**config.mk**
```make
export PLATFORM = sky130hd
export DESIGN_NAME = result_store
export DESIGN_NICKNAME = d
export VERILOG_FILES = /design/src/verilog/nlc_format_pkg.sv /design/src/verilog/result_store.sv
export SDC_FILE = /design/constraint.sdc
export NUM_CORES = 1
export LEC_CHECK = 0
export BUFFER_PORTS_ARGS = -buffer_cell sky130_fd_sc_hd__buf_2
export CAP_MARGIN = 25
export CORE_UTILIZATION = 43
export DETAILED_ROUTE_END_ITERATION = 16
export GPL_ROUTABILITY_DRIVEN = 0
export PLACE_DENSITY_LB_ADDON = 0.25
export SLEW_MARGIN = 20
export SYNTH_ARGS = -nofsm -noshare
export SYNTH_HDL_FRONTEND = slang
export SYNTH_SLANG_ARGS = --single-unit
```
**constraint.sdc**
```tcl
create_clock -name clk -period 1.3 [get_ports clk]
set_clock_uncertainty 0.1 [all_clocks]
set_input_delay 0.065 -clock clk [delete_from_list [all_inputs] [get_ports clk]]
set_output_delay 0.065 -clock clk [all_outputs]
set_load 0.01 [all_outputs]
```
**src/verilog/nlc_format_pkg.sv**
```systemverilog
`default_nettype none

package nlc_format_pkg;

  localparam int SAMPLE_W  = 21;
  localparam int FIX_W     = 32;
  localparam int FRAC_BITS = 16;

  // Limits of the corrected output
  localparam int SAMPLE_MAX = (1 << (SAMPLE_W - 1)) - 1;
  localparam int SAMPLE_MIN = -(1 << (SAMPLE_W - 1));

  typedef logic signed [SAMPLE_W-1:0] sample_t;

  // Q16.16
  typedef logic signed [FIX_W-1:0] fix_t;

  // Full product, rescaled and truncated back to Q16.16
  function automatic fix_t fix_mul(input fix_t a, input fix_t b);
    logic signed [2*FIX_W-1:0] prod;
    prod = a * b;
    return prod[FRAC_BITS +: FIX_W];
  endfunction

endpackage

`default_nettype wire

```
**src/verilog/result_store.sv**
```systemverilog
`timescale 1ns/1ps
`default_nettype none

module result_store
  import nlc_format_pkg::*;
#(
  parameter int NUM_CHANNELS = 4,
  parameter int CHAN_W       = 2
) (
  input  logic              clk,
  input  logic              rst,
  input  logic              start,
  input  logic              in_valid,
  input  logic [CHAN_W-1:0] in_chan,
  input  fix_t              in_acc,
  output sample_t           x_lin [NUM_CHANNELS],
  output logic              done
);

  logic [CHAN_W-1:0] wr_cnt;
  logic              last_wr;
  fix_t              int_val;
  fix_t              sat_val;

  // Integer part of the polynomial result
  assign int_val = in_acc >>> FRAC_BITS;
  assign last_wr = in_valid && (wr_cnt == CHAN_W'(NUM_CHANNELS - 1));

  always_comb begin
    if (int_val > SAMPLE_MAX)
      sat_val = SAMPLE_MAX;
    else if (int_val < SAMPLE_MIN)
      sat_val = SAMPLE_MIN;
    else
      sat_val = int_val;
  end

  always_ff @(posedge clk) begin
    if (rst) begin
      wr_cnt <= '0;
      done   <= 1'b0;
      for (int i = 0; i < NUM_CHANNELS; i++)
        x_lin[i] <= '0;
    end else if (start) begin
      wr_cnt <= '0;
      done   <= 1'b0;
    end else if (in_valid) begin
      x_lin[in_chan] <= sample_t'(sat_val);
      wr_cnt         <= last_wr ? '0 : wr_cnt + 1'b1;
      // Done with the last channel of the run
      if (last_wr)
        done <= 1'b1;
    end
  end

  a_in_order: assert property (@(posedge clk) disable iff (rst)
    in_valid |-> in_chan == wr_cnt)
    else $error("result_store: channel %0d arrived, expected %0d", in_chan, wr_cnt);

endmodule

`default_nettype wire
```
-- Word-level counts from Yosys, hierarchy flattened
Index checks and enable logic that the tools add are counted.
- add/sub/neg operators: 1
- $lt $le $gt $ge: 4
- equality and inequality tests: 1
- multiplexer cells: 6
- bitwise operators: 2
- reductions and logical operators: 5
- operator list (cell ; number):
    bitwise mux 84 bit ; 1
    two-way mux 21 bit ; 3
    demux 21 bit (select 2 bit) ; 1
    > comparator 16 x 21 -> 1 bit (second input constant) ; 1
    < comparator 16 x 21 -> 1 bit (second input constant) ; 1
    AND reduction 2 bit ; 2
    >= comparator 3 bit (second input constant) ; 1
    < comparator 3 x 1 -> 1 bit (second input constant) ; 1
    inverter 2 -> 3 bit ; 1
    adder 2 x 1 -> 2 bit (second input constant) ; 1
    equality test 2 bit (second input constant) ; 1
    logical AND 1 bit ; 2
    two-way mux 2 bit ; 1
    OR reduction 2 bit ; 1
    inverter 1 bit ; 1
- register bits: 87
- output and inout port bits: 85

-- Depth between registers and ports, before layout
Gate-level depths: netlist of the first run.
- depth after elaboration: 6
- depth in mapped cells: 5
- depth with buffers taken out: 3

-- Least setup slack after synthesis of the first run
No wires, ideal clock.
- path type: input to register
- from: in start
- to: reg x_lin[82] in the netlist's numbering
- library setup time: 0.129 ns
- data arrival time: 1.083 ns
- slack: -0.012 ns
- stages: 5
- buffers on the path: 3
- path through: buf_6 -> or4b_4 -> buf_6 -> buf_12 -> mux2i_1
- longest elaborated chain between the ends: 2
- RTL lines (element ; RTL line ; RTL):
    start, declared ; result_store.sv:12 ; input logic start,
    inverter 1 bit (no source line) ; -- ;
    AND reduction 2 bit (no source line) ; -- ;
    end signal, assigned by index ; result_store.sv:48 ; x_lin[in_chan] <= sample_t'(sat_val);
    end, declared ; result_store.sv:16 ; output sample_t x_lin [NUM_CHANNELS],
Every way passes these cells.
A chain may end at the register's enable or synchronous reset.

-- Worst setup path in the final report of the first run
- from: reg wr_cnt[1]
- to: reg wr_cnt[0]
- longest elaborated chain between the ends: 3
- RTL lines (element ; RTL line ; RTL):
    start, declared ; result_store.sv:20 ; logic [CHAN_W-1:0] wr_cnt;
    start signal, assigned ; result_store.sv:49 ; wr_cnt <= last_wr ? '0 : wr_cnt + 1'b1;
    equality test 2 bit ; result_store.sv:27 ; assign last_wr = in_valid && (wr_cnt == CHAN_W'(NUM_CHANNELS - 1));
    logical AND 1 bit ; result_store.sv:27 ;
    two-way mux 2 bit ; result_store.sv:49 ;
Every way passes these cells.

==> results of run 1 <==
[layer usage]
| layer | wire [um] | GRT usage, % | vias up |
|---|---|---|---|
| met3 | 312 | 4.524 | 8 |
| met1 | 2992 | 23.23 | 1010 |
| li1 | - | - | 1111 |
| met5 | 0 | 0 | - |
| met4 | 74 | 9.242 | 0 |
| met2 | 3030 | 28.73 | 68 |
[path summary, 6_finish.rpt]
path,start,depth (start not counted),to
setup / recovery,wr_cnt[1]$_SDFFE_PP0P_,3,wr_cnt[0]$_SDFFE_PP0P_
setup reg to reg,wr_cnt[1]$_SDFFE_PP0P_,3,wr_cnt[0]$_SDFFE_PP0P_
hold / removal,rst,3,wr_cnt[0]$_SDFFE_PP0P_
hold reg to reg,x_lin[1]$_SDFFE_PP0P_,2,x_lin[1]$_SDFFE_PP0P_
[registers in the layout (all words and copies together), names as in the netlist]
| name | flops |
|---|---|
| wr_cnt | 2 |
| x_lin | 68 |
| done | 1 |
[through the flow]
stage / power (mW) / util (%) / TNS [ps]
2_1_floorplan: 2.531 / - / 0
3_3_place_gp: 2.664 / 52.44 / -102.5
3_5_place_dp: 2.669 / 52.44 / -38.09
4_1_cts: 4.660 / 58.24 / 0
5_1_grt: 4.788 / 58.43 / 0
6_report: 4.589 / 58.43 / 0
[cell usage in the layout (no fill, tap or decap), types with 2 or more instances in the layout]
cell and count:
buf_4 9, nand2b_1 85, clkbuf_8 10, nor3_1 2, buf_12 4, dlygate4sd3_1 16, dfxtp_1 70, buf_2 106
bufinv_16 2, mux2i_1 69, nand4bb_1 2
[worst register-to-register path, stage by stage, from the launching register on]
cell      delay (ps)
dfxtp_1          340
ha_4             160
or3b_4           370
a211oi_2         220
[power by group]
part	internal [mW]	switching (mW)	total [mW]
clock network	1.13	0.794	1.93
logic	0.221	0.193	0.414
registers	2.22	0.0257	2.25
total	3.58	1.01	4.59
[cells by family (layout without fill, tap and decap cells)]
kind of cell	Yosys count	in the layout	synth area share, %
flops	71	71	47.39
mux	69	69	23.03
buf+inv	36	151	7.802
simple gates	95	95	20.94
fa+ha+maj	1	1	0.4171
compound gates	2	2	0.4171
[what timing repair did]
item | 4_1_cts | 5_1_grt
gates resized for setup | 3 | 2
pin swaps | 0 | 1
hold endpoints to repair | 54 | 0
setup endpoints to repair | 1 | 1
hold buffers | 16 | 0
[final cells by class]
class	count	area (um^2)	area share [%]
Multi-Input combinational cell	167	1364	34.55
Timing Repair Buffer	135	838.3	21.24
Clock buffer	11	141.4	3.582
Tap cell	80	100.1	2.536
Sequential cell	71	1423	36.04
Clock inverter	5	81.33	2.060
==> summary.md, run 1 <==
| Metric | Value |
|---|---|
| #FFs+latches synth | 71 |
| Drt pass-1 iters | 8 |
| Number of H-tree levels | 3 |
| Min Clock Period, post-route | between 1000 and 1500 ps |
| CTS tree | built |
| Final hold violation count | 0 |
| Period utilisation layout | 97.36% |
| Total gr overflow | 0 |
| Final non-filler cell total | 469 |
| CP max FO | 2 |
| Number of global-route vias before repair | a little over 2000 |
| Largest net degree at the start of global routing | 45 |
| Port Buf Inserts | ~110 |
| Core area | between 0.006 and 0.007 mm^2 |
| Critical-path top delay cell | or3b_4 |
| CTS Buf Count | 9 |
| Flop-to-flop setup slack | ~34 ps |
| Post-layout worst setup margin | 34.37 ps |
| Die width | 85.52 um |
| Synth cell count leaders | 85 x nand2b_1, 71 x dfxtp_1, 69 x mux2i_1, 16 x buf_4, 11 x clkbuf_1 |
| Starting DRT DRC Count | 53 |
| Clk root buf | clkbuf_8 |
| Place WS | -35.74 ps |
| Synth cell types | 19 |
| Filler cells | about 580 |
| Req. time, crit path | 1450 ps |
| Dpl cell area | 0.003543 mm^2 |
| Drt via density | roughly 4.7 |
| Layout cells sized above 1 | 36.25% |
| I/O pin cnt | ~120 |
| Max clock buf depth | 2 |
| Max stage delay on crit path | around 370 ps |
| Arrival time worst endpoint | 1410 ps |
| Max Cap Viol | 0 |
| Leakage | 2.085 nW |
| Clock tree sinks | 71 |
| Post-synthesis sequential area ratio | 47.39% |
| Worst-skew pair later-pin latency | 330 ps |
| PwrDens | roughly 1200 mW/mm^2 |
| Cell Rows | 30 |
| Final setup violation count | 0 |
| Antenna diodes | 0 |
| EDFF count, synth | 0 |
| Post-DP HPWL | 4.164 mm |
| Rel. slew slack | 76.28% |
| RSZ-0062 raised after global routing | false |
| Design Area, Final | 0.003948 mm^2 |
| Crit start category | flop |
| Fin nets | 423 |
| Synth-to-layout area growth | 31.62% |
| WHS | slightly below 80 ps |
| Ys async rst share | 0% |
| Die Area | roughly 0.0073 mm^2 |
| Ys Warns | 0 |
| Crit-path leading delay family | simple AND/OR/NAND/NOR gates |
| Final Max Slew Viols | 0 |
| Synth Cell Area | 0.002999 mm^2 |
| Initial antenna violation count | 0 |
| CTS clk-pin slew, worst paths | around 70 ps |
| Count leader, synth | nand2b_1 |
| Peak supply drop | 0.6763 mV |
| First-pass GRT wire length | 10.19 mm |
| Antenna-violating nets left | 0 |
| Worst-Margin Slew | approximately 350 ps |
| Worst path bufs/invs | 0 |
| Worst-path cell chain | ha_4, or3b_4, a211oi_2 |
| WL final | 6.409 mm |
| Remaining DRCs | 0 |
| Die span in y | 85.52 um |
| Placed cells | 437 |
| Setup Fix Bufs, Post-CTS | 0 |
| Main area contributors after synthesis | dfxtp_1 47%, mux2i_1 23%, nand2b_1 18%, buf_4 4.0%, clkbuf_1 1.4% |
| Synth top area share | 47.39% |
| WL per Instance | 13.67 um |
| Syn Nets | between 300 and 400 |
| Area leader, netlist | dfxtp_1 |
| Outcome | finished, final reports clean |
| Mapped Cells | approximately 270 |
| Detailed-route via count | 2197 |
| Hold Path Class | input pin to flop |
| Ys flop type | dfxtp_1 |
| All-Layer GR Usage | a little under a fifth |
| CP endpoint kind | flop |
| Type of the worst setup path | flop to flop |
| Avg Cell Area, Syn | 10.95 um^2 |
| Top achievable clock speed | 790.1 MHz |
| Initial core utilization | 44.39% |
(Power assumes the default switching activity.)
==> run 2: changes to the inputs <==
- ABC_AREA: not set -> 1
- CORE_UTILIZATION: 43 -> 42
==> run 2 against run 1 <==
The run now ends with DRC left. Register-to-register slack better by 290 ps. Synthesized cell count up 46%. Clock-buffer cell count down 2. Combinational power up 18%. Power down 3.3%. Sequential power about the same. Area after synthesis down 5.9%. Maximum frequency up 20%. Critical endpoint is now x_lin[80].
==> summary.md, run 2 <==
| Metric | Value |
|---|---|
| First-pass GRT wire length | 10.74 mm (+5.4%) |
| Die Area | 0.007049 mm^2 (-3.6%) |
| Ys async rst share | 0% (unchanged) |
| WL final | 6.858 mm (+7.0%) |
| Met1 Resource Use GR | 26.05% (+2.8 points) |
| Number of H-tree levels | 3 (unchanged) |
| RSZ-0062 raised after global routing | false |
| Place WS | 160.0 ps (+195.8 ps) |
| Post-layout worst setup margin | 243.2 ps (+208.8 ps) |
| Port Buf Inserts | 106 (unchanged) |
| Antenna diodes | 0 (unchanged) |
| Synth-to-layout area growth | 32.64% |
| Synth top area share | 50.38% (+3.0 points) |
| Total gr overflow | 0 (unchanged) |
| Worst-Margin Slew | 318.0 ps (-32.80 ps) |
| Synth cell types | 18 (-1) |
| I/O pin cnt | 123 (unchanged) |
| Worst-path cell chain | buf_2 |
| Mapped Cells | 399 (+46%) |
| Fin nets | 548 (+30%) |
| Biggest register | x_lin |
| Die span in y | 83.96 um (-1.8%) |
| Outcome | finished with violations |
| Initial core utilization | 43.93% (-0.46 points) |
| Busiest metal layer after global routing | met2 |
| Largest net degree at the start of global routing | 46 (+2.2%) |
| Post-cts resize count | 0 (-3) |
| Final hold violation count | 0 (unchanged) |
| Req. time, crit path | 1130 ps (-320 ps) |
| Crit path to | x_lin[80] |
| Drt via density | 4.561 (-2.6%) |
| Die width | 83.96 um (-1.8%) |
| Largest register FFs | 68 (unchanged) |
| Layout Utilization | 58.27% (-0.16 points) |
| Clk root buf | clkbuf_8 |
| Final setup violation count | 0 (unchanged) |
| Commonest non-fill, non-tap cells in the layout | 124 x nand2_1, 106 x buf_2, 92 x nor2_1, 71 x dfxtp_1, 24 x a21oi_1 |
| Synth Cell Area | 0.002821 mm^2 (-5.9%) |
| CTS Buf Count | 9 (unchanged) |
| RR Startpoint | wr_cnt[0]$_SDFFE_PP0P_ |
| Crit start category | flop |
| Met2 Usage GRT | 29.36% (+0.63 points) |
| Initial antenna violation count | 0 (unchanged) |
| Met3 track demand over resource | 5.539% (+1.0 points) |
| Period utilisation layout | 81.29% (-16 points) |
| EDFF count, synth | 0 (unchanged) |
| Biggest regs | x_lin: 68 flops, wr_cnt: 2 flops, done: 1 flops |
| Rel. slew slack | 78.73% (+2.4 points) |
| Crit path launch | x_lin[82]$_SDFFE_PP0P_ |
| Max Cap Viol | 0 (unchanged) |
| WL per Instance | 11.62 um (-15%) |
| Setup Fix Bufs, Post-CTS | 0 (unchanged) |
| Dpl cell area | 0.003347 mm^2 (-5.5%) |
| Leakage | 1.905 nW (-8.6%) |
| Comb power frac | 11.0% (+2.0 points) |
| Reg-to-reg critical path endpoint | done$_SDFFE_PP0P_ |
| Avg Cell Area, Syn | 7.071 um^2 (-35%) |
| Failing checks | DRC |
| Seq pwr share | 51.2% (+2.2 points) |
| Final non-filler cell total | 590 (+26%) |
| Remaining DRCs | 14 (+14) |
| Arrival time worst endpoint | 890 ps (-520 ps) |
| Critical-path top delay cell | dfxtp_1 |
| Peak supply drop | 0.7202 mV (+6.5%) |
| Design Area, Final | 0.003742 mm^2 (-5.2%) |
| Synth cell count leaders | 124 x nand2_1, 95 x nor2_1, 71 x dfxtp_1, 24 x a21oi_1, 22 x inv_1 |
| Hold Path Class | input pin to flop |
| Final Max Slew Viols | 0 (unchanged) |
| CP max FO | 6 (+4) |
| Top achievable clock speed | 946.2 MHz (+20%) |
| Worst path bufs/invs | 1 (+1) |
| Post-synthesis sequential area ratio | 50.38% (+3.0 points) |
| All-Layer GR Usage | 19.56% (+1.3 points) |
| Count leader, synth | nand2_1 |
| Antenna-violating nets left | 0 (unchanged) |
| Clock tree sinks | 71 (unchanged) |
| Syn Nets | 438 (+40%) |
| CP endpoint kind | primary output |
| Most common cell after layout, fill and taps aside | nand2_1 |
| Part of the power in the clock network | 37.8% (-4.2 points) |
| #FFs+latches synth | 71 (unchanged) |
| Drt pass-1 iters | 11 (+3) |
| Layout cells sized above 1 | 26.51% (-9.7 points) |
| Ys Warns | 0 (unchanged) |
| Total power draw | 4.438 mW (-3.3%) |
| Cell Rows | 29 (-3.3%) |
| CTS tree | built |
| Worst Reg-to-Reg Cells | 5 (+2) |
| Post-DP HPWL | 4.630 mm (+11%) |
| Cts hold-fix bufs | 18 (+2) |
| Starting DRT DRC Count | 143 (+170%) |
| WHS | 31.21 ps (-47.93 ps) |
| Cell Int Power | 3.321 mW (-7.1%) |
| CP Depth | 1 (-2) |
| Min Clock Period, post-route | 1057 ps (-208.8 ps) |
| Worst-skew pair later-pin latency | 330 ps (about the same) |
| Number of global-route vias before repair | 2272 (+12%) |
| Crit-path leading delay family | flip-flops |
| Flop-to-flop setup slack | 320 ps (+290 ps) |
| Type of the worst setup path | flop to primary output |
| Max clock buf depth | 2 (unchanged) |
| Placed cells | 554 (+27%) |
| PwrDens | 1186 mW/mm^2 (+2.0%) |
| Core area | 0.006422 mm^2 (-4.9%) |
| Setup tns final | 0 ps (unchanged) |
| Psw | 1.117 mW (+10%) |
| CTS clk-pin slew, worst paths | 80 ps (about the same) |
| Ys flop type | dfxtp_1 |
| Main area contributors after synthesis | dfxtp_1 50%, nand2_1 16%, nor2_1 13%, buf_4 5.1%, a21oi_1 4.3% |
| Detailed-route via count | 2691 (+22%) |
| Area leader, netlist | dfxtp_1 |
| Sw Share | 25.18% (+3.1 points) |
| Max stage delay on crit path | 400 ps (+30 ps) |
run 2: area by class of cell:
class / instances / area [um^2]
fillers: 619 / 2680
clock buffers: 9 / 123.9
repair buffers: 135 / 850.8
well taps: 77 / 96.34
inverters: 23 / 86.33
clock inverters: 6 / 61.31
flip-flops and latches: 71 / 1421
multi-input cells: 269 / 1102
run 2: routing by layer:
metal	vias up	share of wire [%]
met5	-	0
li1	1417	-
met4	0	1.7
met2	82	46
met3	10	4.9
met1	1182	47
run 2: kinds of logic after synthesis:
logic type	synth area share, %
buffers and inverters	10.82
AOI/OAI and AO/OA	4.524
DFF	50.38
and+or+nand+nor	33.53
xor gates and xnor gates	0.3105
adders and majority gates	0.4434
run 2: worst min path at each step:
stage                     startpoint                      to  cells past startpoint
final                     in_chan[1]  x_lin[69]$_SDFFE_PP0P_                      4
after CTS                   in_valid  wr_cnt[1]$_SDFFE_PP0P_                      3
after floorplan             in_valid  wr_cnt[1]$_SDFFE_PP0P_                      2
after global routing      in_chan[1]  x_lin[69]$_SDFFE_PP0P_                      4
after detailed placement  in_acc[25]  x_lin[72]$_SDFFE_PP0P_                      3
after global placement    in_acc[26]  x_lin[73]$_SDFFE_PP0P_                      3
run 2: power by group through the flow:
stage          clock network, mW  registers [mW]  logic [mW]
2_1_floorplan                  0            2.35       0.236
3_3_place_gp                   0            2.32       0.431
3_5_place_dp                   0            2.33       0.436
4_1_cts                     1.73            2.27       0.478
5_1_grt                     1.84            2.28       0.538
6_report                    1.68            2.27       0.487
==> run 3: changes to the inputs <==
- CORE_UTILIZATION: 42 -> 47
- clock period: 1.3 -> 1.1 ns (I/O delays scaled with it)
==> run 3 against run 2 <==
The flow finishes with violations (hold timing). Sequential power grew 19%. Non-clock buffer count grew 1. Critical endpoint is now x_lin[82]. Critical path depth is the same. Die area shrank 10%. Register-to-register slack lost 210 ps.
==> summary.md, run 3 (synthesis gave the netlist of run 2 again) <==
| Metric | Value |
|---|---|
| Critical-path top delay cell | dfxtp_1 |
| PwrDens | 1572 mW/mm^2 (+33%) |
| Initial core utilization | 50.01% (+6.1 points) |
| Seq pwr share | 44.5% (-6.7 points) |
| Commonest non-fill, non-tap cells in the layout | 124 x nand2_1, 106 x buf_2, 92 x nor2_1, 71 x dfxtp_1, 24 x a21oi_1 |
| Place WS | -1.537 ps (-161.6 ps) |
| Req. time, crit path | 940 ps (-190 ps) |
| Largest register FFs | 68 (unchanged) |
| CP endpoint kind | primary output |
| Initial antenna violation count | 0 (unchanged) |
| Met1 Resource Use GR | 29.60% (+3.5 points) |
| Post-layout worst setup margin | 62.04 ps (-181.1 ps) |
| Type of the worst setup path | flop to primary output |
| Total power draw | 6.041 mW (+36%) |
| Antenna diodes | 0 (unchanged) |
| Synth-to-layout area growth | 36.23% |
| Cell Rows | 27 (-6.9%) |
| Largest net degree at the start of global routing | 46 (unchanged) |
| Setup Fix Bufs, Post-CTS | 0 (unchanged) |
| All-Layer GR Usage | 22.21% (+2.6 points) |
| CP max FO | 6 (unchanged) |
| Period utilisation layout | 94.36% |
| Total gr overflow | 0 (unchanged) |
| Rel. slew slack | 79.80% (+1.1 points) |
| Crit path launch | x_lin[82]$_SDFFE_PP0P_ |
| Met2 Usage GRT | 34.70% (+5.3 points) |
| I/O pin cnt | 123 (unchanged) |
| Post-DP HPWL | 4.659 mm (+0.62%) |
| Met3 track demand over resource | 4.000% (-1.5 points) |
| Most common cell after layout, fill and taps aside | nand2_1 |
| Number of global-route vias before repair | 2379 (+4.7%) |
| CTS tree | built |
| First-pass GRT wire length | 10.81 mm (+0.64%) |
| Layout cells sized above 1 | 26.99% (+0.48 points) |
| Max stage delay on crit path | 400 ps (about the same) |
| Core area | 0.005642 mm^2 (-12%) |
| Min-delay src | start |
| Worst-Margin Slew | 301.9 ps (-16.05 ps) |
| Biggest regs | x_lin: 68 flops, wr_cnt: 2 flops, done: 1 flops |
| Top achievable clock speed | 963.4 MHz |
| Remaining DRCs | 0 (-14) |
| Busiest metal layer after global routing | met2 |
| Comb power frac | 9.8% (-1.2 points) |
| Final setup violation count | 0 (unchanged) |
| WL per Instance | 11.92 um (+2.5%) |
| Min Clock Period, post-route | 1038 ps |
| WHS | -32.24 ps (-63.45 ps) |
| Max clock buf depth | 2 (unchanged) |
| Sw Share | 22.08% (-3.1 points) |
| Crit start category | flop |
| RSZ-0062 raised after global routing | false |
| CTS Buf Count | 9 (unchanged) |
| Die span in y | 79.48 um (-5.3%) |
| Psw | 1.334 mW (+19%) |
| Hold Path Class | input pin to flop |
| Arrival time worst endpoint | 880 ps (about the same) |
| Clock tree sinks | 71 (unchanged) |
| Outcome | finished with violations |
| Leakage | 1.956 nW (+2.7%) |
| Antenna-violating nets left | 0 (unchanged) |
| CTS clk-pin slew, worst paths | 70 ps (about the same) |
| Detailed-route via count | 2761 (+2.6%) |
| Biggest register | x_lin |
| Peak supply drop | 0.8844 mV (+23%) |
| Number of H-tree levels | 3 (unchanged) |
| Fin nets | 549 (+0.18%) |
| Crit-path leading delay family | flip-flops |
| Drt via density | 4.704 (+3.1%) |
| Worst-path cell chain | buf_2 |
| Starting DRT DRC Count | 120 (-16%) |
| Max Cap Viol | 0 (unchanged) |
| Cell Int Power | 4.707 mW (+42%) |
| Final Max Slew Viols | 0 (unchanged) |
| Failing checks | hold timing |
| Worst path bufs/invs | 1 (unchanged) |
| WL final | 6.997 mm (+2.0%) |
| RR Startpoint | wr_cnt[0]$_SDFFE_PP0P_ |
| Final hold violation count | 3 (+3) |
| Die width | 79.48 um (-5.3%) |
| Clk root buf | clkbuf_8 |
| Worst-skew pair later-pin latency | 330 ps (about the same) |
| Die Area | 0.006317 mm^2 (-10%) |
| Port Buf Inserts | 106 (unchanged) |
| Part of the power in the clock network | 45.7% (+7.9 points) |
| Drt pass-1 iters | 4 (-7) |
run 3: metal layers:
layer	part of all wire, %	wire [um]
met5	0	0
met4	2.2	155
met2	46	3189
met3	6.5	458
met1	46	3195
run 3: per-stage QoR:
stage                     area (um^2)  std cells  setup TNS (ps)  util [%]
final                            3844        587               0     68.13
after global routing             3844        587               0     68.13
after CTS                        3826        587               0     67.82
after detailed placement         3356        551          -1.537     59.48
after global placement           3356        551               0     59.48
after floorplan                  2821        399               0         -
run 3: worst paths after layout:
check,to,slack [ps],cells past startpoint
worst max-delay path,x_lin[82],60,1
worst min-delay path,x_lin[70]$_SDFFE_PP0P_,-30,4
worst max register to register,done$_SDFFE_PP0P_,110,5
worst min register to register,x_lin[41]$_SDFFE_PP0P_,360,2
run 3: power groups by stage:
| stage | registers, mW | clock network, mW | logic, mW |
|---|---|---|---|
| CTS | 2.69 | 2.79 | 0.578 |
| global route | 2.70 | 2.92 | 0.654 |
| detailed placement | 2.75 | 0 | 0.521 |
| floorplan | 2.78 | 0 | 0.279 |
| global placement | 2.75 | 0 | 0.513 |
| finish | 2.69 | 2.76 | 0.592 |
run 3: final cells by class:
type / count / area (um^2)
fill: 491 / 1798
sequential: 71 / 1421
multi-input combinational: 269 / 1102
timing repair buffer: 136 / 870.8
clock buffer: 11 / 141.4
clock inverter: 5 / 128.9
tap: 72 / 90.09
inverter: 23 / 88.84
run 3: what timing repair did:
action / CTS / global route
endpoints found under the hold margin: 43 / 0
gates resized for setup: 0 / 1
endpoints found under the setup margin: 0 / 6
hold buffers: 20 / 0
